[src/design/frv_fetch_pkg.sv]
`default_nettype none

/*
 Fetch front end sizing constants.
 Control flow targets and the reset PC must be 4-byte aligned.
 The buffer holds BUF_HALFWORDS halfwords and needs 2 free for a load.
*/

package frv_fetch_pkg;

    // ----------------------------------------
    // Bus and address widths
    // ----------------------------------------
    localparam int XLEN = 32;                              // Address and data word width

    localparam logic [XLEN-1:0] PC_RESET_VALUE = 32'h8000_0000; // First fetch address

    // ----------------------------------------
    // Buffer and outstanding depth
    // ----------------------------------------
    localparam int BUF_HALFWORDS = 4;                      // Halfword slots in fetch buffer

    localparam int OUTST_W = 2;                            // Outstanding and ignore counters

    localparam logic [OUTST_W-1:0] MAX_OUTSTANDING = 2'd2; // Granted but not yet received

endpackage

`default_nettype wire

[src/design/frv_pipeline_fetch.sv]
`timescale 1ns/1ps
`default_nettype none

/*
 Fetch address generation and instruction bus control.
 Reads are word aligned; at most MAX_OUTSTANDING responses in flight.
 Responses issued before a control flow change are dropped.
*/

module frv_pipeline_fetch (
    input  wire                              g_clk,       // Core clock
    input  wire                              g_resetn,    // Sync reset, active low

    input  wire                              cf_req,      // Control flow change
    input  wire  [frv_fetch_pkg::XLEN-1:0]   cf_target,   // New fetch address
    output logic                             cf_ack,      // Change accepted

    output logic                             imem_req,    // Read request
    output logic [frv_fetch_pkg::XLEN-1:0]   imem_addr,   // Read address
    input  wire                              imem_gnt,    // Request granted
    output logic                             imem_ack,    // Response taken
    input  wire                              imem_recv,   // Response present
    input  wire                              imem_error,  // Response error
    input  wire  [frv_fetch_pkg::XLEN-1:0]   imem_rdata,  // Response data

    input  wire                              f_ready,     // Buffer has 2 free halfwords
    output logic                             f_load,      // Load word into buffer
    output logic                             f_err,       // Error flag of loaded word
    output logic [frv_fetch_pkg::XLEN-1:0]   f_word       // Loaded word
);

    logic                                req_fire;       // Request granted this cycle
    logic                                rsp_recv;       // Response accepted this cycle
    logic                                cf_change;      // Control flow change taken
    logic                                drop_rsp;       // Responses from old path pending
    logic                                n_imem_req;     // Next request flag
    logic [frv_fetch_pkg::OUTST_W-1:0]   gnt_inc;        // Grant as counter increment
    logic [frv_fetch_pkg::OUTST_W-1:0]   rsp_dec;        // Receive as counter decrement
    logic [frv_fetch_pkg::OUTST_W-1:0]   outst_q;        // Granted, not yet received
    logic [frv_fetch_pkg::OUTST_W-1:0]   outst_n;
    logic [frv_fetch_pkg::OUTST_W-1:0]   ignore_q;       // Responses still to drop

    // ----------------------------------------
    // Handshakes
    // ----------------------------------------
    assign req_fire  = imem_req && imem_gnt;
    assign imem_ack  = f_ready;                           // Memory holds until buffer room
    assign rsp_recv  = imem_recv && imem_ack;
    assign cf_ack    = !imem_req || imem_gnt;             // No request left waiting
    assign cf_change = cf_req && cf_ack;

    assign gnt_inc = {{(frv_fetch_pkg::OUTST_W-1){1'b0}}, req_fire};
    assign rsp_dec = {{(frv_fetch_pkg::OUTST_W-1){1'b0}}, rsp_recv};
    assign outst_n = outst_q + gnt_inc - rsp_dec;

    // Waiting request holds, new one only with a free outstanding slot
    assign n_imem_req = (imem_req && !imem_gnt) ||
                        ((f_ready || cf_change) && (outst_n < frv_fetch_pkg::MAX_OUTSTANDING));

    // ----------------------------------------
    // Request address and flag
    // ----------------------------------------
    always_ff @(posedge g_clk) begin
        if (!g_resetn) begin
            imem_addr <= frv_fetch_pkg::PC_RESET_VALUE;
        end else if (cf_change) begin
            imem_addr <= cf_target;                       // Redirect wins over advance
        end else if (req_fire) begin
            imem_addr <= imem_addr + 'd4;                 // Next word
        end
    end

    always_ff @(posedge g_clk) begin
        if (!g_resetn) begin
            imem_req <= 1'b0;
        end else begin
            imem_req <= n_imem_req;
        end
    end

    // ----------------------------------------
    // Outstanding and dropped responses
    // ----------------------------------------
    always_ff @(posedge g_clk) begin
        if (!g_resetn) begin
            outst_q <= '0;
        end else begin
            outst_q <= outst_n;
        end
    end

    always_ff @(posedge g_clk) begin
        if (!g_resetn) begin
            ignore_q <= '0;
        end else if (cf_change) begin
            ignore_q <= outst_n;                          // All in flight are old path
        end else if (drop_rsp) begin
            ignore_q <= ignore_q - rsp_dec;
        end
    end

    assign drop_rsp = |ignore_q;

    // Response straight to buffer, same edge
    assign f_load = rsp_recv && !drop_rsp;
    assign f_err  = imem_error;
    assign f_word = imem_rdata;

    // ----------------------------------------
    // Assertions
    // ----------------------------------------
    a_outst_max : assert property (@(posedge g_clk) disable iff (!g_resetn)
        outst_q <= frv_fetch_pkg::MAX_OUTSTANDING)
        else $error("outstanding count above limit");

    a_addr_hold : assert property (@(posedge g_clk) disable iff (!g_resetn)
        imem_req && !imem_gnt |=> $stable(imem_addr))
        else $error("imem_addr changed while waiting for grant");

endmodule

`default_nettype wire

[config.mk]
export PLATFORM = sky130hd
export DESIGN_NAME = frv_pipeline_fetch
export DESIGN_NICKNAME = d
export VERILOG_FILES = /design/src/design/frv_fetch_pkg.sv /design/src/design/frv_pipeline_fetch.sv
export SDC_FILE = /design/constraint.sdc
export NUM_CORES = 1
export LEC_CHECK = 0
export ABC_AREA = 1
export BUFFER_PORTS_ARGS = -buffer_cell sky130_fd_sc_hd__clkbuf_2
export CAP_MARGIN = 20
export CORE_UTILIZATION = 51
export CTS_CLUSTER_SIZE = 8
export DETAILED_ROUTE_END_ITERATION = 6
export GPL_ROUTABILITY_DRIVEN = 0
export PLACE_DENSITY = 0.87
export SLEW_MARGIN = 20
export SYNTH_ARGS = -nofsm -noshare
export SYNTH_HDL_FRONTEND = slang
export SYNTH_SLANG_ARGS = --single-unit
export TNS_END_PERCENT = 50
[constraint.sdc]
create_clock -name g_clk -period 3.3 [get_ports g_clk]
set_input_delay 0.495 -clock g_clk [delete_from_list [all_inputs] [get_ports g_clk]]
set_output_delay 0.495 -clock g_clk [all_outputs]
set_load 0.02 [all_outputs]
# [Word-level counts from Yosys, hierarchy flattened]
# Index checks and enable logic that the tools add are counted.
[classes] addsub=4 order_cmp=1 muxes=4 n_reduce_logical=15
[op_table] cell="32-bit two-way mux" n=2
[op_table] cell="32-bit by 3-bit adder with 32-bit output, second input constant" n=1
[op_table] cell="1-bit logical AND" n=6
[op_table] cell="2-bit two-way mux" n=2
[op_table] cell="2-bit nonzero test" n=2
[op_table] cell="2-bit by 1-bit subtractor with 2-bit output" n=2
[op_table] cell="1-bit logical NOT" n=3
[op_table] cell="1-bit logical OR" n=3
[op_table] cell="2-bit by 1-bit adder with 2-bit output" n=1
[op_table] cell="2-bit less-than comparator, second input constant" n=1
[op_table] cell="2-bit OR reduction" n=1
[word_totals] regBits=37 output_inout_bits=69

# [Longest topological paths before layout]
[logic_depth] word_depth=6 depth_mapped=11 mapped_depth_nobuf=11

# [Least setup slack after synthesis]
# OpenSTA, ideal clock, no wires.
[synth_timing] kind="input -> register" start="input imem_recv" end="register imem_req" t_arrival_ps=1496 t_required_ps=3228 setup_slack_ps=1732 cell_stages=8 path_buffers=0 path_cell_list="nand2_1 > inv_1 > ha_1 > inv_1 > ha_1 > xor2_1 > o21ai_0 > a21oi_1"
[synth_via] elab_chain_cells=5
[synth_lines] item="from (decl)" line_no="frv_pipeline_fetch.sv:22" text="input wire imem_recv,"
[synth_lines] item="1-bit logical AND" line_no="frv_pipeline_fetch.sv:48" text="assign rsp_recv = imem_recv && imem_ack;"
[synth_lines] item="2-bit by 1-bit subtractor with 2-bit output" line_no="frv_pipeline_fetch.sv:54" text="assign outst_n = outst_q + gnt_inc - rsp_dec;"
[synth_lines] item="2-bit less-than comparator" line_no="frv_pipeline_fetch.sv:58" text="((f_ready || cf_change) && (outst_n < frv_fetch_pkg::MAX_OUTSTANDING));"
[synth_lines] item="1-bit logical AND" line_no="frv_pipeline_fetch.sv:58"
[synth_lines] item="1-bit logical OR" line_no="frv_pipeline_fetch.sv:57" text="assign n_imem_req = (imem_req && !imem_gnt) ||"
[synth_lines] item="to (signal assigned)" line_no="frv_pipeline_fetch.sv:77" text="imem_req <= n_imem_req;"
[synth_lines] item="to (decl)" line_no="frv_pipeline_fetch.sv:18" text="output logic imem_req,"
# Every way passes these cells.
# A chain may end at the register's enable or synchronous reset.

# [Worst setup path in the final report]
[layout_timing] start="input cf_req" end="register imem_addr[10] in the netlist's numbering"
[layout_via] elab_chain_cells=2 elab_cells_between_ends=3 cone_classes="1 x mux; 2 x reduce/logical"
[layout_lines] item="from (decl)" line_no="frv_pipeline_fetch.sv:14" text="input wire cf_req,"
[layout_lines] item="1-bit logical AND (*)" line_no="frv_pipeline_fetch.sv:50" text="assign cf_change = cf_req && cf_ack;"
[layout_lines] item="32-bit two-way mux / 2-bit nonzero test (equally long branches)"
[layout_lines] item="to (signal assigned)" line_no="frv_pipeline_fetch.sv:65" text="imem_addr <= frv_fetch_pkg::PC_RESET_VALUE;"
[layout_lines] item="to (signal assigned)" line_no="frv_pipeline_fetch.sv:67" text="imem_addr <= cf_target;"
[layout_lines] item="to (signal assigned)" line_no="frv_pipeline_fetch.sv:69" text="imem_addr <= imem_addr + 'd4;"
[layout_lines] item="to (decl)" line_no="frv_pipeline_fetch.sv:19" text="output logic [frv_fetch_pkg::XLEN-1:0] imem_addr,"
# Every way passes the cells marked *; elsewhere a longest branch is shown, timed or not.

==> results.json <==
{
  "result_of_the_run": "finished clean",
  "worst_skew_pair.late_latency_ns": 0.30,
  "element_type_at_the_critical_path_end": "flip-flop",
  "setup_viol": 0,
  "pre_cts_ws_ns": 0.932,
  "grt_max_degree": 39,
  "report.final.hold_viol_count": 0,
  "worst-setup-path-type": "in -> reg",
  "grt_pass1_wl_mm": 13.1,
  "cts_sinks": 37,
  "synth_commonest_cells": "sky130_fd_sc_hd__nand2_1 (112), sky130_fd_sc_hd__nor2_1 (63), sky130_fd_sc_hd__buf_4 (40), sky130_fd_sc_hd__dfxtp_1 (37), sky130_fd_sc_hd__inv_1 (35)",
  "ys_seq_elements": 37,
  "num_io_pins": 140,
  "syn_nets": 544,
  "hold_class": "in -> reg",
  "synth-async-reset-ratio": 0,
  "cp_data_required_time_ns": 3.49,
  "antenna_left": 0,
  "crit_family": "buffers and inverters",
  "remaining_max_slew_budget_at_the_tightest_pin": 0.561,
  "synth_most_common_cell": "sky130_fd_sc_hd__nand2_1",
  "die-width_um": 78.4,
  "postSynth.topFlopCell": "sky130_fd_sc_hd__dfxtp_1",
  "drt_wl_total_mm": 7.68,
  "p_sw_frac": 0.379,
  "die_height_um": 78.4,
  "drt_iter0_drc": 251,
  "netlist-cell-type-count": 38,
  "first_global_vias": 2990,
  "worstMarginPinSlew_ns": 0.658,
  "clk_slew_on_worst_s_h_paths_ns": 0.08,
  "synth_area_leaders": "sky130_fd_sc_hd__dfxtp_1 (25%), sky130_fd_sc_hd__nand2_1 (14%), sky130_fd_sc_hd__buf_4 (10%), sky130_fd_sc_hd__nor2_1 (8.0%), sky130_fd_sc_hd__a21oi_1 (5.7%)",
  "cellInternalPower_uw": 830,
  "numPlacedInstances": 564,
  "routed_wire_length_per_instance_um": 13.4,
  "leak_nw": 1.42,
  "final_critical_path_setup_slack_ns": 1.22,
  "coreArea_um2": 5570,
  "grt_antenna_before_repair": 0,
  "switchingPower_uw": 508,
  "synth_largest_type_area_fraction": 0.249,
  "cts_tree": "built",
  "grt_setup_unrepaired": "no",
  "track_usage": 0.265,
  "viasPerCell": 5.42,
  "period_share": 0.630,
  "clk_root_buffer_cell": "sky130_fd_sc_hd__clkbuf_8",
  "synthCells": 469,
  "slew_violations": 0,
  "worst-path-max-fanout": 38,
  "layout-drive-gt1-share": 0.268,
  "cap_viol_max_count": 0,
  "period_minus_slack_ns": 2.08,
  "most_common_cell_on_crit_path": "sky130_fd_sc_hd__inv_2",
  "port_buffers": 73,
  "worst_ir_drop_vdd_mv": 0.280,
  "finalCoreUtilization": 0.570,
  "post_layout_nonfiller_instances": 572,
  "power.share.combinational": 0.296,
  "mappedNetlistArea_um2": 2970,
  "setup-tns-final_ns": 0,
  "cp_cell_sequence": "clkbuf_2 -> inv_2 -> o21ai_2 -> buf_4 -> inv_2 -> a21oi_1 -> o21ai_0 -> nor2_1",
  "layout.nets": 574,
  "antenna_cells_inserted": 0,
  "max-clock-path-buffers": 2,
  "synth-edff-count": 0,
  "hpwlAfterDp_mm": 5.57,
  "fmaxAchievable_ghz": 0.481,
  "start_util": 0.533,
  "final.setup_skew_ns": 0.0105,
  "gr-total-overflow": 0,
  "dr_total_vias": 3102,
  "yosysTopAreaCell": "sky130_fd_sc_hd__dfxtp_1",
  "drt-pass1-iter-count": 5,
  "flow.area_growth_from_synthesis_pct": 6.94,
  "cpMaxStageDelayCell": "sky130_fd_sc_hd__inv_2",
  "worst-path-buf-inv": 4,
  "post-route-drc-count": 0,
  "crit_path_start_kind": "input pin",
  "synth_seq_area_share": 0.249,
  "finalPower_mw": 1.34,
  "cts_resized": 0,
  "pwr-share-seq": 0.432,
  "cts_max_level": 2,
  "cts_hold_buf": 0,
  "cts_setup_buffers": 0,
  "dieArea_um2": 6140,
  "maximum_single_stage_delay_on_the_critical_path_ns": 0.51,
  "rows": 27,
  "power_density_cells_nw_per_um2": 421,
  "postSynthAreaPerCell_um2": 6.34,
  "cts_inserted_buffers": 5,
  "share_clk_of_total_power": 0.272,
  "synth.yosys.warnings": 0,
  "critPathArrivalTime_ns": 2.27
}
## power groups by stage
stage	Combinational, mW	Sequential [mW]	Clock [mW]
floorplan	0.296	0.626	0
global placement	0.381	0.583	0
detailed placement	0.392	0.586	0
CTS	0.395	0.575	0.365
global route	0.442	0.587	0.381
finish	0.397	0.577	0.364
## state kept, by name, summed over array words and instances, names as in the netlist
signal	count
ignore_q	2
imem_addr	32
imem_req	1
outst_q	2
## worst paths after layout
| check | from | to | slack (ns) | cells past startpoint |
|---|---|---|---|---|
| min reg2reg | imem_addr[1] | imem_addr[1] | 0.50 | 2 |
| max reg2reg | imem_addr[2] | imem_addr[22] | 1.60 | 11 |
| min | cf_target[0] | imem_addr[0] | 0.46 | 3 |
| max | cf_req | imem_addr[10] | 1.22 | 8 |
## cells in the final DEF (no fill, tap or decap)
cell,instances
sky130_fd_sc_hd__nand2_4,2
sky130_fd_sc_hd__xor2_1,3
sky130_fd_sc_hd__nor2_8,1
sky130_fd_sc_hd__a211oi_1,2
sky130_fd_sc_hd__nand3_2,3
sky130_fd_sc_hd__buf_4,1
sky130_fd_sc_hd__clkinv_1,1
sky130_fd_sc_hd__a21oi_2,4
sky130_fd_sc_hd__clkbuf_8,7
sky130_fd_sc_hd__dfxtp_1,37
sky130_fd_sc_hd__o21bai_1,2
sky130_fd_sc_hd__nor3_1,2
sky130_fd_sc_hd__nand2_1,112
sky130_fd_sc_hd__nand2_2,10
sky130_fd_sc_hd__o22ai_1,6
sky130_fd_sc_hd__nor2_1,63
sky130_fd_sc_hd__clkinv_2,1
sky130_fd_sc_hd__nand3_1,25
sky130_fd_sc_hd__nor2_2,6
sky130_fd_sc_hd__or2_1,2
sky130_fd_sc_hd__inv_2,8
sky130_fd_sc_hd__o211ai_1,2
sky130_fd_sc_hd__inv_1,35
sky130_fd_sc_hd__o21ai_1,9
sky130_fd_sc_hd__or2_2,8
sky130_fd_sc_hd__nor3_4,1
sky130_fd_sc_hd__o21ai_2,1
sky130_fd_sc_hd__a21oi_1,34
sky130_fd_sc_hd__xnor2_1,1
sky130_fd_sc_hd__ha_1,4
sky130_fd_sc_hd__or2_0,1
sky130_fd_sc_hd__nor2_4,7
sky130_fd_sc_hd__o31ai_1,1
sky130_fd_sc_hd__nand4_1,7
sky130_fd_sc_hd__nor3b_2,1
sky130_fd_sc_hd__clkbuf_2,73
sky130_fd_sc_hd__o21ai_0,15
sky130_fd_sc_hd__o21a_1,2
## logic make-up after synthesis
group,count (synthesis),synth area share
adder cells (fa/ha/maj),4,0.0168
flip-flops,37,0.249
AND/OR/NAND/NOR,251,0.399
XOR/XNOR,4,0.0118
buffers and inverters,95,0.176
AO/OA/AOI/OAI,78,0.148
## metrics by stage
stage | hold WS (ns) | area [um2]
5_1_grt | 0.466 | 3180
3_5_place_dp | 0.491 | 3080
6_report | 0.464 | 3180
4_1_cts | 0.463 | 3180
2_1_floorplan | 0.533 | 2970
3_3_place_gp | 0.469 | 3080
## cell type report
type	count	area (um2)
Timing Repair Buffer	74	373
Clock inverter	1	5.00
Tap cell	72	90.1
Sequential cell	37	741
Fill cell	554	2390
Inverter	44	165
Clock buffer	7	96.3
Multi-Input combinational cell	337	1710
## layer usage
metal | vias up | GRT usage | wire length [um]
met1 | 1391 | 0.315 | 3200
met5 | - | 0 | 0
met2 | 154 | 0.442 | 3600
li1 | 1524 | - | -
met3 | 33 | 0.0512 | 651
met4 | 0 | 0.154 | 222
## worst min-delay path: stages
cell	delay, ns
sky130_fd_sc_hd__clkbuf_2	0.07
sky130_fd_sc_hd__o21ai_0	0.07
sky130_fd_sc_hd__nor2_1	0.09
No activity file was read; power rests on OpenSTA's default activity.
